`src/bus_pkg.sv`:
```
// fixed 32-bit address and data bus; the io view of an address assumes the fixed region layout
`default_nettype none

package bus_pkg;

	localparam int addr_w = 32;
	localparam int data_w = 32;

	// hosts behind the arbiter
	localparam int host_count = 2;

	// io view of an address
	// region picks main memory or io, device picks a block inside io
	typedef struct packed {
		logic        region;
		logic [10:0] reserved;
		logic [3:0]  device;
		logic [15:0] offset;
	} bus_io_fields_t;

	// one bus address, read flat or as io fields
	typedef union packed {
		logic [addr_w-1:0] flat;
		bus_io_fields_t    io;
	} bus_addr_u;

endpackage

`default_nettype wire

```
`src/soc_map_pkg.sv`:
```
// address map constants only; memory sizes are fixed here and higher address bits alias
`default_nettype none

package soc_map_pkg;

	// region bit values
	localparam logic region_main = 1'b1;
	localparam logic region_io   = 1'b0;

	// main memory is 4096 words, index from address bits 13..2
	localparam int main_depth_bits = 12;
	// scratch is 1024 words, index from offset bits 11..2
	localparam int scratch_depth_bits = 10;

	// device codes inside the io region
	localparam logic [3:0] dev_scratch = 4'd0;
	localparam logic [3:0] dev_gpio    = 4'd1;

	// gpio byte offsets
	localparam logic [15:0] gpio_reg_led = 16'd0;
	localparam logic [15:0] gpio_reg_sw  = 16'd4;

	// pin widths
	localparam int led_w = 4;
	localparam int sw_w  = 2;

endpackage

`default_nettype wire

```
`src/region_decoder.sv`:
```
// purely combinational; requester must hold the address until ready so the answer mux stays put
`default_nettype none

module region_decoder (
	input  wire logic [bus_pkg::addr_w-1:0] bus_addr,
	input  wire logic [bus_pkg::data_w-1:0] bus_wdata,
	input  wire logic                       bus_we,
	input  wire logic                       bus_rd,
	output logic      [bus_pkg::data_w-1:0] bus_rdata,
	output logic                            bus_ready,
	output logic      [bus_pkg::addr_w-1:0] mem_addr,
	output logic      [bus_pkg::data_w-1:0] mem_wdata,
	output logic                            mem_we,
	output logic                            mem_rd,
	input  wire logic [bus_pkg::data_w-1:0] mem_rdata,
	input  wire logic                       mem_ready,
	output logic      [bus_pkg::addr_w-1:0] io_addr,
	output logic      [bus_pkg::data_w-1:0] io_wdata,
	output logic                            io_we,
	output logic                            io_rd,
	input  wire logic [bus_pkg::data_w-1:0] io_rdata,
	input  wire logic                       io_ready
);

	bus_pkg::bus_addr_u a;
	logic               sel_main;
	logic               sel_io;

	assign a.flat   = bus_addr;
	assign sel_main = (a.io.region == soc_map_pkg::region_main);
	assign sel_io   = (a.io.region == soc_map_pkg::region_io);

	assign mem_addr  = bus_addr;
	assign mem_wdata = bus_wdata;
	assign io_addr   = bus_addr;
	assign io_wdata  = bus_wdata;

	// strobes reach one side only
	assign mem_we = bus_we && sel_main;
	assign mem_rd = bus_rd && sel_main;
	assign io_we  = bus_we && sel_io;
	assign io_rd  = bus_rd && sel_io;

	assign bus_rdata = sel_main ? mem_rdata : io_rdata;
	assign bus_ready = sel_main ? mem_ready : io_ready;

endmodule

`default_nettype wire

```
`config.mk`:
```
export PLATFORM = sky130hd
export DESIGN_NAME = region_decoder
export DESIGN_NICKNAME = d
export VERILOG_FILES = /design/src/bus_pkg.sv /design/src/soc_map_pkg.sv /design/src/region_decoder.sv
export SDC_FILE = /design/constraint.sdc
export NUM_CORES = 1
export LEC_CHECK = 0
export BUFFER_PORTS_ARGS = -buffer_cell sky130_fd_sc_hd__buf_4
export CORE_AREA = 2 2 116 118
export DETAILED_ROUTE_END_ITERATION = 6
export DIE_AREA = 0 0 118 120
export PLACE_DENSITY_LB_ADDON = 0.2
export SLEW_MARGIN = 25
export SYNTH_ARGS = -nofsm -noshare
export SYNTH_HDL_FRONTEND = slang
export SYNTH_SLANG_ARGS = --single-unit
```
`constraint.sdc`:
```
create_clock -name vclk -period 1.97
set_clock_uncertainty 0.05 [all_clocks]
set_input_delay 0.0985 -clock vclk [all_inputs]
set_output_delay 0.0985 -clock vclk [all_outputs]
set_load 0.02 [all_outputs]
```
==> impl_metrics.ini <==
[outcome]
status = finished, final reports clean

[placement]
place_inst = 322
place_worst_setup_slack_ns = 0.633
port_buffers = 108
place_congestion = 0.610

[synth]
avgSynthCellArea_um2 = 8.98
yosysUniqueCellTypes = 7
ys_warn_count = 0
synth_area_um2 = 1520
synth_top_cell_area_share_pct = 63.3
synthCells = 169
syn_nets = 301
yosysSeqAreaShare_pct = 0
synthTopCellsByArea = buf_4 63%, mux2_4 26%, mux2_2 5.2%
yosysTopAreaCell = buf_4

[worst_setup_path]
cp_cell_sequence = buf_4 -> buf_12 -> mux2_2 -> buf_4
startpoint_type = primary input
crit_slowest_cell = mux2_2
cp-end-kind = output port
critPathRequiredTime_ns = 1.82
arrival_ns = 1.15
crit_path_frequent_cell = buf_4
cpPeakStageDelay_ns = 0.35
path_max_fanout = 24
crit_type = in -> out

[power]
vdd_drop_max_mv = 0.0589
pwr-share-clk_pct = 0
p_comb_share_pct = 100.0
sw_frac_of_total_pct = 39.6
p_sw_uw = 154
p_seq_share_pct = 0
p_per_area_nw_per_um2 = 251
power.internal_uw = 235
p_leak_uw = 0.000780

[drt]
wl_per_cell_um = 10.1
drtIter0Drc = 4
wl_um = 3260
dr.pass1.iters = 2
routed_via_density = 2.58
drc = 0
postRouteAntennaNets = 0
via_count = 830

[floorplan]
die_width_um = 118
rows = 42
die_area_um2 = 14200
pin_count = 297
die_y_um = 120
coreArea_um2 = 13000
initial_core_util_pct = 11.7

[sta]
min_period_over_period_pct = 65.9
hold_ws_ns = 0.147
tightest_slew_ns = 0.319
slew_headroom_pct = 78.7
fin_setup_tns_ns = 0
hold_viol_final = 0
setup_slack_ns = 0.671
slew_violations = 0
setup_viol = 0
max_freq_mhz = 770
period_minus_slack_ns = 1.30
rsz0062_at_grt = no

[grt]
grt_antenna_before_repair = 0
grt_pass1_vias = 896
grt_overflow = 0
grt_pass1_wl_um = 4570
grt_max_degree = 25
grt_usage_pct = 3.94

[min_path]
hold_class = in -> out
min_from = bus_addr[25]
hold_path_end = io_addr[25]
min_path_cells = 0

[clocking]
cts.repair.resized = 0
ctsHoldBuffers = 0
post-cts-setup-buffer-count = 0

[cells_and_area]
n_antenna_cell = 0
final-seq-area_um2 = 0
areaGrowthSynthToFinish_pct = 1.81
nets = 280
nFillCells = 1519
finalNonFillerCells = 322
num-clock-buffers = 0
seq_cells = 0
drive_gt1_share_pct = 97.3

[job]
max_cap_violations = 0
==> per-stage QoR <==
step                total power [uW]  area (um^2)  utilization, %
floorplan                        575         1520               -
global placement                 396         1550            11.9
detailed placement               396         1550            11.9
CTS                              397         1550            11.9
global route                     411         1550            11.9
finish                           389         1550            11.9
==> routing by layer <==
metal	global-route usage, %	part of all wire (%)	up-vias	routed length [um]
met1	3.93	31	342	1020
li1	-	-	363	-
met4	2.71	5.3	0	173
met2	6.58	49	91	1600
met3	1.81	14	34	465
met5	0	0	-	0
==> logic make-up after synthesis <==
logic type             Yosys count  synth area share (%)
buffers and inverters          132                  67.4
muxes                           33                  30.9
and+or+nand+nor                  4                  1.65
==> final cells by class <==
| type | instances | area [um^2] | share of cell area [%] |
|---|---|---|---|
| multi-input combinational | 37 | 494 | 32.0 |
| timing repair buffer | 109 | 831 | 53.8 |
| tap | 176 | 220 | 14.3 |
==> cells in the mapped netlist <==
cell,number
mux2_2,7
buf_4,128
buf_6,2
nor2b_1,2
and2_1,2
mux2_4,26
buf_12,2
==> cells in the final DEF (no fill, tap or decap) <==
cell type,n
buf_4,108
and2_1,2
buf_12,1
mux2_4,26
mux2_2,7
nor2b_1,2
==> how the worst max path moves through the flow <==
stage / start / to / slack [ns] / cells past startpoint
finish: bus_addr[31] / bus_rdata[1] / 0.67 / 4
global route: bus_addr[31] / bus_rdata[3] / 0.59 / 4
CTS: bus_addr[31] / bus_rdata[1] / 0.63 / 4
detailed placement: bus_addr[31] / bus_rdata[1] / 0.63 / 4
global placement: bus_addr[31] / bus_rdata[1] / 0.64 / 4
floorplan: bus_addr[31] / bus_rdata[24] / 1.10 / 3
==> power groups by stage <==
stage	Sequential [uW]	Combinational [uW]	Clock, uW
floorplan	0	575	0
global placement	0	396	0
detailed placement	0	396	0
CTS	0	397	0
global route	0	411	0
finish	0	389	0
==> critical path: cells and delay by family <==
family | cells | cell delay [ns]
buffers and inverters | 3 | 0.69
multiplexers | 1 | 0.35
No activity file was read; power rests on OpenSTA's default activity.
