<file path="src/bus_pkg.sv">
// fixed 32-bit address and data bus; the io view of an address assumes the fixed region layout
`default_nettype none

package bus_pkg;

	localparam int addr_w = 32;
	localparam int data_w = 32;

	// hosts behind the arbiter
	localparam int host_count = 2;

	// io view of an address
	// region picks main memory or io, device picks a block inside io
	typedef struct packed {
		logic        region;
		logic [10:0] reserved;
		logic [3:0]  device;
		logic [15:0] offset;
	} bus_io_fields_t;

	// one bus address, read flat or as io fields
	typedef union packed {
		logic [addr_w-1:0] flat;
		bus_io_fields_t    io;
	} bus_addr_u;

endpackage

`default_nettype wire

</file>
<file path="src/bus_arbiter.sv">
// two hosts, fixed priority to host 0 on a tie only; a holder keeps the bus until it drops req
`default_nettype none

module bus_arbiter (
	input  wire logic                        clk_mem,
	input  wire logic                        rst,
	input  wire logic                        h0_req,
	output logic                             h0_gnt,
	input  wire logic [bus_pkg::addr_w-1:0]  h0_addr,
	input  wire logic [bus_pkg::data_w-1:0]  h0_wdata,
	input  wire logic                        h0_we,
	input  wire logic                        h0_rd,
	output logic      [bus_pkg::data_w-1:0]  h0_rdata,
	output logic                             h0_ready,
	input  wire logic                        h1_req,
	output logic                             h1_gnt,
	input  wire logic [bus_pkg::addr_w-1:0]  h1_addr,
	input  wire logic [bus_pkg::data_w-1:0]  h1_wdata,
	input  wire logic                        h1_we,
	input  wire logic                        h1_rd,
	output logic      [bus_pkg::data_w-1:0]  h1_rdata,
	output logic                             h1_ready,
	output logic      [bus_pkg::addr_w-1:0]  bus_addr,
	output logic      [bus_pkg::data_w-1:0]  bus_wdata,
	output logic                             bus_we,
	output logic                             bus_rd,
	input  wire logic [bus_pkg::data_w-1:0]  bus_rdata,
	input  wire logic                        bus_ready
);

	localparam int owner_w = $clog2(bus_pkg::host_count);

	logic               busy;
	logic [owner_w-1:0] owner;
	logic               owner_req;
	bus_pkg::bus_addr_u sel_addr;

	assign owner_req = (owner == owner_w'(0)) ? h0_req : h1_req;

	// ownership held from grant until the holder's req is seen low
	always_ff @(posedge clk_mem) begin
		if (rst) begin
			busy  <= 1'b0;
			owner <= owner_w'(0);
		end else if (!busy) begin
			if (h0_req || h1_req) begin
				busy  <= 1'b1;
				owner <= h0_req ? owner_w'(0) : owner_w'(1);
			end
		end else if (!owner_req) begin
			busy <= 1'b0;
		end
	end

	assign h0_gnt = busy && (owner == owner_w'(0));
	assign h1_gnt = busy && (owner == owner_w'(1));

	// shared bus follows the owner
	assign sel_addr.flat = h1_gnt ? h1_addr : h0_addr;
	assign bus_addr      = sel_addr.flat;
	assign bus_wdata     = h1_gnt ? h1_wdata : h0_wdata;
	// no strobes reach the bus without a grant
	assign bus_we = (h0_gnt && h0_we) || (h1_gnt && h1_we);
	assign bus_rd = (h0_gnt && h0_rd) || (h1_gnt && h1_rd);

	assign h0_rdata = h0_gnt ? bus_rdata : '0;
	assign h1_rdata = h1_gnt ? bus_rdata : '0;
	assign h0_ready = h0_gnt && bus_ready;
	assign h1_ready = h1_gnt && bus_ready;

endmodule

`default_nettype wire

</file>
<file path="config.mk">
export PLATFORM = sky130hd
export DESIGN_NAME = bus_arbiter
export DESIGN_NICKNAME = d
export VERILOG_FILES = /design/src/bus_pkg.sv /design/src/bus_arbiter.sv
export SDC_FILE = /design/constraint.sdc
export NUM_CORES = 1
export LEC_CHECK = 0
export BUFFER_PORTS_ARGS = -buffer_cell sky130_fd_sc_hd__buf_2
export CELL_PAD_IN_SITES_DETAIL_PLACEMENT = 1
export CELL_PAD_IN_SITES_GLOBAL_PLACEMENT = 2
export CORE_MARGIN = 1
export CORE_UTILIZATION = 11
export DETAILED_ROUTE_END_ITERATION = 7
export PLACE_DENSITY_LB_ADDON = 0.1
export REMOVE_ABC_BUFFERS = 1
export SLEW_MARGIN = 25
export SYNTH_ARGS = -nofsm -noshare
export SYNTH_HDL_FRONTEND = slang
export SYNTH_SLANG_ARGS = --single-unit
</file>
<file path="constraint.sdc">
create_clock -name clk_mem -period 3.1 [get_ports clk_mem]
set_clock_uncertainty 0.15 [all_clocks]
set_input_delay 0.31 -clock clk_mem [delete_from_list [all_inputs] [get_ports clk_mem]]
set_output_delay 0.31 -clock clk_mem [all_outputs]
set_load 0.05 [all_outputs]
</file>
==> impl_metrics.env, run 1 <==
export IMPL_end_kind="primary output"
export IMPL_cts_buffers=3
export IMPL_grtUsageTotal_pct=11.7
export IMPL_portBuffers=302
export IMPL_power_density_nw_per_um2=283
export IMPL_hold_buffers=0
export IMPL_max_freq_mhz=436
export IMPL_power_mw=0.937
export IMPL_post_route_util_pct=23.9
export IMPL_finalNetCount=627
export IMPL_slew_limit_headroom_pct=66.2
export IMPL_required_ps=2640
export IMPL_reg2reg_from="busy"
export IMPL_crit_buf_inv=2
export IMPL_dpl_cell_area_um2=3240
export IMPL_status="complete, no violations"
export IMPL_hold_viol=0
export IMPL_die_h_um=121
export IMPL_path_clk_slew_ps=30
export IMPL_crit_cells=4
export IMPL_drt_iter0_markers=55
export IMPL_start_util_pct=11.2
export IMPL_fp_dieArea_um2=14700
export IMPL_rows=43
export IMPL_fin_crit_sh_pct=74.0
export IMPL_finalCriticalPeriod_ps=2290
export IMPL_synthesis_area_um2=1560
export IMPL_arrival_ps=1830
export IMPL_path_max_fanout=30
export IMPL_cp_top_family="buffers and inverters"
export IMPL_vias=2366
export IMPL_gp_congestion=0.717
export IMPL_fin_cells=636
export IMPL_syn_mean_instance_area_um2=9.51
export IMPL_grt_pass1_wl_um=13100
export IMPL_clock_path_buffers=2
export IMPL_critical_path_class="flip-flop to primary output"
export IMPL_reg2reg_depth=3
export IMPL_postRouteAntennaNets=0
export IMPL_critPathLaunch="busy"
export IMPL_ys_types=18
export IMPL_post_cts_buffers=0
export IMPL_crit_chain="nand2_4 -> buf_4 -> mux2_4 -> buf_2"
export IMPL_min_path_cells=2
export IMPL_grt_overflow=0
export IMPL_viasPerCell=3.72
export IMPL_slowest_stage="nand2_4"
export IMPL_ios=303
export IMPL_setup_tns_ps=0
export IMPL_synth_top_area_share_pct=47.2
export IMPL_rsz0062_at_grt="no"
export IMPL_antenna_found_initial=0
export IMPL_drive_above_1_share_pct=82.2
export IMPL_syn2layout_area_growth_pct=112
export IMPL_routed_wl_um=9660
export IMPL_dp_slack_ps=999
export IMPL_wire_per_inst_um=15.2
export IMPL_hold_start="rst"
export IMPL_cts_htree_levels=1
export IMPL_ys_ff_latch=2
export IMPL_final_area_um2=3310
export IMPL_cts_tree="built"
export IMPL_dp_cells=633
export IMPL_hold_path_class="input port to flip-flop"
export IMPL_design_core_area_um2=13900
export IMPL_fp_dieW_um=121
export IMPL_start_kind="flip-flop"
export IMPL_yosysSeqAreaShare_pct=2.57
export IMPL_vdd_drop_max_mv=0.151
export IMPL_yosysTopAreaCell="mux2_4"
export IMPL_power_leakage_nw=2.24
export IMPL_worst_pin_slew_ps=506
export IMPL_synth_cells=164
export IMPL_diodes=0
export IMPL_setup_viol=0
export IMPL_maxCapViolations=0
export IMPL_firstDrtPassIters=3
export IMPL_drv_slew=0
export IMPL_grt_pass1_vias=2271
export IMPL_root_buffer="clkbuf_16"
export IMPL_hold_ws_ps=116
export IMPL_insertion_delay_ps=220
export IMPL_hpwl_um=8540
export IMPL_yosys_top_cells_area="mux2_4 47%, and2_1 13%, and3_1 13%"
export IMPL_cts_sinks=2
export IMPL_drc=0
export IMPL_grt_max_degree=39
export IMPL_ctsResizeCount=0
export IMPL_slowest_delay_ps=390
export IMPL_ys_warn_count=0
export IMPL_worst_slack_ps=806
-- synthesized netlist by cell type --
| cell | number |
|---|---|
| clkbuf_1 | 6 |
| nand2b_1 | 1 |
| clkbuf_2 | 2 |
| nand2_1 | 1 |
| mux2_4 | 49 |
| dfxtp_1 | 2 |
| and2_1 | 33 |
| a221oi_1 | 1 |
| buf_6 | 5 |
| inv_1 | 3 |
| mux2_2 | 15 |
| buf_2 | 4 |
| and3_1 | 33 |
| nor2_1 | 3 |
| and2b_1 | 1 |
| mux2i_1 | 3 |
| a211oi_1 | 1 |
| buf_4 | 1 |
-- registers in the layout (all words and copies together), names as in the netlist --
name,count
busy,1
owner,1
-- per-layer routing --
| layer | track usage (%) | part of all wire [%] |
|---|---|---|
| met4 | 1.16 | 0.29 |
| met3 | 2.11 | 6.3 |
| met1 | 12.0 | 33 |
| met5 | 0 | 0 |
| met2 | 24.7 | 60 |
-- kinds of logic (layout without fill, tap and decap cells) --
| kind of cell | count (synthesis) | after routing | synth area share [%] |
|---|---|---|---|
| AND/OR/NAND/NOR | 72 | 72 | 28.3 |
| multiplexers | 67 | 67 | 59.9 |
| flip-flops | 2 | 2 | 2.57 |
| buffers and inverters | 21 | 313 | 8.18 |
| AO/OA/AOI/OAI | 2 | 2 | 1.04 |
-- worst paths after layout --
kind	endpoint	slack, ps
max	bus_wdata[5]	810
max reg2reg	owner	1780
min reg2reg	owner	640
min	busy	120
-- cell type report --
class,instances,area [um^2]
multi-input cells,141,1400
fillers,1768,10600
flip-flops and latches,2,40.0
repair buffers,307,1560
clock buffers,3,75.1
inverters,3,11.3
well taps,180,225
-- cell usage in the layout (no fill, tap or decap), drive strengths merged --
master and n:
inv 3, and3 33, a211oi 1, a221oi 1, buf 307, dfxtp 2, and2 33, clkbuf 3
nor2 3, mux2i 3, mux2 64, and2b 1, nand2 1, nand2b 1
-- power breakdown --
group / switching (mW) / internal [mW] / total (mW)
registers: 0.00192 / 0.0280 / 0.0299
clock network: 0.0287 / 0.164 / 0.193
logic: 0.477 / 0.237 / 0.715
total: 0.508 / 0.429 / 0.937
Power figures use the tool's default switching activity.
==> run 2, diff against run 1 <==
--- a/config.mk
+++ b/config.mk
@@ -9,7 +9,7 @@
 export CELL_PAD_IN_SITES_DETAIL_PLACEMENT = 1
 export CELL_PAD_IN_SITES_GLOBAL_PLACEMENT = 2
 export CORE_MARGIN = 1
-export CORE_UTILIZATION = 11
+export CORE_UTILIZATION = 10
 export DETAILED_ROUTE_END_ITERATION = 7
 export PLACE_DENSITY_LB_ADDON = 0.1
 export REMOVE_ABC_BUFFERS = 1
==> constraint.sdc (replaced) <==
create_clock -name clk_mem -period 2.1 [get_ports clk_mem]
set_clock_uncertainty 0.15 [all_clocks]
set_input_delay 0.21 -clock clk_mem [delete_from_list [all_inputs] [get_ports clk_mem]]
set_output_delay 0.21 -clock clk_mem [all_outputs]
set_load 0.05 [all_outputs]
==> impl_metrics.env, run 2 (synthesized netlist as in run 1, its figures left out) <==
export IMPL_slew_limit_headroom_pct=80.7
export IMPL_syn2layout_area_growth_pct=116
export IMPL_fin_crit_sh_pct=95.9
export IMPL_worst_slack_ps=85.8
export IMPL_grtUsageTotal_pct=11.2
export IMPL_die_h_um=127
export IMPL_setup_tns_ps=0
export IMPL_hold_viol=0
export IMPL_maxCapViolations=0
export IMPL_grt_overflow=0
export IMPL_dp_slack_ps=315
export IMPL_required_ps=1740
export IMPL_ctsResizeCount=0
export IMPL_portBuffers=302
export IMPL_wire_per_inst_um=15.6
export IMPL_crit_chain="nand2_4 -> buf_4 -> mux2_4 -> buf_2"
export IMPL_design_core_area_um2=15200
export IMPL_rows=45
export IMPL_mostFrequentLayoutCells="302 x buf_2, 49 x mux2_4, 33 x and3_1, 33 x and2_1, 15 x mux2_2"
export IMPL_drc=0
export IMPL_fp_dieArea_um2=16100
export IMPL_critical_path_class="flip-flop to primary output"
export IMPL_grt_max_degree=35
export IMPL_antenna_found_initial=1
export IMPL_power_density_nw_per_um2=417
export IMPL_top_regs="busy: 1 flops, owner: 1 flops"
export IMPL_hold_path_class="input port to flip-flop"
export IMPL_arrival_ps=1650
export IMPL_ios=303
export IMPL_grt_pass1_wl_um=13800
export IMPL_cts_sinks=2
export IMPL_max_freq_mhz=496
export IMPL_root_buffer="clkbuf_16"
export IMPL_diodes=0
export IMPL_crit_buf_inv=2
export IMPL_fp_dieW_um=127
export IMPL_drt_iter0_markers=29
export IMPL_clock_path_buffers=2
export IMPL_cts_htree_levels=1
export IMPL_post_cts_buffers=0
export IMPL_drive_above_1_share_pct=82.3
export IMPL_min_path_cells=2
export IMPL_hpwl_um=8850
export IMPL_rsz0062_at_grt="no"
export IMPL_layout_commonest_cell="buf_2"
export IMPL_drv_slew=0
export IMPL_routed_wl_um=10000
export IMPL_cp_top_family="buffers and inverters"
export IMPL_power_leakage_nw=2.26
export IMPL_viasPerCell=3.65
export IMPL_reg2reg_depth=2
export IMPL_power_mw=1.40
export IMPL_vdd_drop_max_mv=0.220
export IMPL_vias=2359
export IMPL_slowest_delay_ps=360
export IMPL_postRouteAntennaNets=0
export IMPL_end_kind="primary output"
export IMPL_status="complete, no violations"
export IMPL_grt_pass1_vias=2267
export IMPL_slowest_stage="dfxtp_1"
export IMPL_gp_congestion=0.734
export IMPL_worst_pin_slew_ps=289
export IMPL_hold_buffers=0
export IMPL_cts_buffers=3
export IMPL_finalNetCount=629
export IMPL_firstDrtPassIters=4
export IMPL_path_clk_slew_ps=30
export IMPL_start_util_pct=10.3
export IMPL_finalCriticalPeriod_ps=2010
export IMPL_start_kind="flip-flop"
export IMPL_path_max_fanout=12
export IMPL_crit_cells=4
export IMPL_insertion_delay_ps=220
export IMPL_cts_tree="built"
export IMPL_setup_viol=0
## run 2: cell count changes in the layout (fill, tap and decap cells not counted), sizes merged
cell,before,now
buf,307,309
## run 2: per-stage QoR
step | hold slack, ps | instance area (um^2) | std cells | util (%)
2_1_floorplan | 133 | 1440 | 146 | -
3_5_place_dp | 246 | 3290 | 643 | 21.6
5_1_grt | 31.2 | 3360 | 646 | 22.1
6_report | 16.1 | 3360 | 646 | 22.1
3_3_place_gp | 252 | 3290 | 643 | 21.6
4_1_cts | 12.6 | 3360 | 646 | 22.1
## run 2: area by class of cell
type / count / area [um^2]
inverter: 3 / 11.3
tap: 188 / 235
sequential: 2 / 40.0
timing repair buffer: 309 / 1600
clock buffer: 3 / 75.1
fill: 1888 / 11800
multi-input combinational: 141 / 1400
## run 2: where the power goes
part           total [mW]  switching (mW)  internal [mW]  leakage [nW]
Sequential         0.0456         0.00433         0.0413        0.0166
Combinational        1.07           0.707          0.359          2.21
Clock               0.290          0.0475          0.243        0.0370
Total                1.40           0.759          0.643          2.26
## run 2: worst paths after layout
| check | start | slack (ps) | to |
|---|---|---|---|
| hold / removal | rst | 20 | busy |
| setup reg to reg | busy | 1000 | owner |
| setup / recovery | busy | 90 | bus_addr[26] |
| hold reg to reg | busy | 450 | busy |
## run 2: metal layers
metal | vias to the layer above | track usage (%) | wire length, um
li1 | 1165 | - | -
met1 | 1089 | 11.1 | 3370
met5 | - | 0 | 13
met4 | 2 | 1.26 | 44
met3 | 7 | 1.43 | 526
met2 | 96 | 24.6 | 6090
==> run 3, diff against run 2 <==
--- a/config.mk
+++ b/config.mk
@@ -10,6 +10,7 @@
 export CELL_PAD_IN_SITES_GLOBAL_PLACEMENT = 2
 export CORE_MARGIN = 1
 export CORE_UTILIZATION = 10
+export CTS_BUF_LIST = sky130_fd_sc_hd__clkbuf_2 sky130_fd_sc_hd__clkbuf_4 sky130_fd_sc_hd__clkbuf_8
 export DETAILED_ROUTE_END_ITERATION = 7
 export PLACE_DENSITY_LB_ADDON = 0.1
 export REMOVE_ABC_BUFFERS = 1
==> impl_metrics.env, run 3 (synthesized netlist as in run 1, its figures left out) <==
export IMPL_diodes=0
export IMPL_drv_slew=0
export IMPL_mostFrequentLayoutCells="302 x buf_2, 49 x mux2_4, 33 x and3_1, 33 x and2_1, 15 x mux2_2"
export IMPL_grt_max_degree=35
export IMPL_reg2reg_depth=3
export IMPL_slew_limit_headroom_pct=80.7
export IMPL_cts_tree="built"
export IMPL_critical_path_class="flip-flop to primary output"
export IMPL_path_clk_slew_ps=30
export IMPL_finalCriticalPeriod_ps=1990
export IMPL_ctsResizeCount=0
export IMPL_reg2reg_from="owner"
export IMPL_start_kind="flip-flop"
export IMPL_cts_sinks=2
export IMPL_end_kind="primary output"
export IMPL_rows=45
export IMPL_p_sw_mw=0.740
export IMPL_postRouteAntennaNets=0
export IMPL_power_internal_mw=0.521
export IMPL_fp_dieArea_um2=16100
export IMPL_root_buffer="clkbuf_8"
export IMPL_firstDrtPassIters=4
export IMPL_post_cts_buffers=0
export IMPL_rrSetupSlack_ps=1000
export IMPL_die_h_um=127
export IMPL_grtUsageTotal_pct=11.2
export IMPL_dpl_cell_area_um2=3290
export IMPL_vdd_drop_max_mv=0.163
export IMPL_antenna_found_initial=1
export IMPL_cts_htree_levels=1
export IMPL_drc=0
export IMPL_wire_per_inst_um=15.5
export IMPL_crit_chain="nand2_4 -> buf_4 -> mux2_4 -> buf_2"
export IMPL_grt_pass1_vias=2267
export IMPL_maxCapViolations=0
export IMPL_layout_commonest_cell="buf_2"
export IMPL_hold_path_class="input port to flip-flop"
export IMPL_design_core_area_um2=15200
export IMPL_insertion_delay_ps=210
export IMPL_start_util_pct=10.3
export IMPL_critPathLaunch="busy"
export IMPL_finalNetCount=629
export IMPL_grt_pass1_wl_um=13700
export IMPL_multi_input_area_um2=1400
export IMPL_hold_viol=0
export IMPL_gp_congestion=0.734
export IMPL_drive_above_1_share_pct=82.3
export IMPL_final_area_um2=3330
export IMPL_worst_pin_slew_ps=289
export IMPL_path_max_fanout=12
export IMPL_vias=2354
export IMPL_slowest_delay_ps=360
export IMPL_comb_power_share_pct=84.5
export IMPL_worstSetupEndpoint="bus_addr[26]"
export IMPL_max_freq_mhz=502
export IMPL_top_regs="busy: 1 flops, owner: 1 flops"
export IMPL_fin_crit_sh_pct=94.9
export IMPL_fp_dieW_um=127
export IMPL_portBuffers=302
export IMPL_cts_buffers=3
export IMPL_ios=303
export IMPL_grt_overflow=0
export IMPL_power_leakage_nw=2.24
export IMPL_status="complete, no violations"
export IMPL_required_ps=1740
export IMPL_rsz0062_at_grt="no"
export IMPL_hold_buffers=0
export IMPL_syn2layout_area_growth_pct=113
export IMPL_seq_area_um2=40.0
export IMPL_routed_wl_um=10000
export IMPL_p_sw_share_pct=58.7
export IMPL_power_density_nw_per_um2=379
export IMPL_regToRegEndpoint="busy"
export IMPL_fillers=1896
export IMPL_arrival_ps=1630
export IMPL_hold_ws_ps=29.7
export IMPL_drt_iter0_markers=29
export IMPL_slowest_stage="dfxtp_1"
export IMPL_clock_path_buffers=2
export IMPL_min_path_cells=2
export IMPL_pwr_share_seq_pct=3.6
export IMPL_setup_viol=0
export IMPL_pwr_share_clk_pct=11.9
export IMPL_viasPerCell=3.64
export IMPL_hpwl_um=8850
-- run 3: worst min path at each step --
stage / start / to / slack (ps)
2_1_floorplan: rst / busy / 130
3_3_place_gp: rst / busy / 250
3_5_place_dp: rst / busy / 250
4_1_cts: rst / busy / 30
5_1_grt: rst / busy / 40
6_report: rst / busy / 30
-- run 3: area by class of cell --
class                           instances  area share, %
Sequential cell                         2           1.20
Clock buffer                            3           1.24
Tap cell                              188           7.07
Timing Repair Buffer                  309           48.1
Inverter                                3          0.338
Multi-Input combinational cell        141           42.1
-- run 3: worst max-delay path, delay by kind of cell, from the launching register on --
family | cells | cell delay (ps)
flip-flops | 1 | 360
AND/OR/NAND/NOR | 1 | 210
multiplexers | 1 | 330
buffers and inverters | 2 | 510
-- run 3: stage by stage --
| stage | power (mW) | TNS, ps | setup WS (ps) | std cells | util [%] |
|---|---|---|---|---|---|
| after floorplan | 0.779 | -115630 | -1720 | 146 | - |
| after global placement | 1.12 | 0 | 346 | 643 | 21.6 |
| after detailed placement | 1.12 | 0 | 315 | 643 | 21.6 |
| after CTS | 1.28 | 0 | 86.1 | 646 | 21.9 |
| after global routing | 1.33 | 0 | 18.0 | 646 | 21.9 |
| final | 1.26 | 0 | 108 | 646 | 21.9 |
-- run 3: routing by layer --
layer / wire [um] / global-route usage (%) / vias up
met2: 6100 / 24.6 / 93
met4: 12 / 1.05 / 2
li1: - / - / 1166
met3: 520 / 1.43 / 4
met1: 3360 / 11.1 / 1089
met5: 13 / 0 / -
-- run 3: power by group through the flow --
stage / Sequential, mW / Combinational (mW) / Clock [mW]
after global placement: 0.0457 / 1.08 / 0
after floorplan: 0.0560 / 0.723 / 0
after detailed placement: 0.0459 / 1.08 / 0
after CTS: 0.0455 / 1.08 / 0.157
final: 0.0455 / 1.07 / 0.150
after global routing: 0.0462 / 1.12 / 0.165
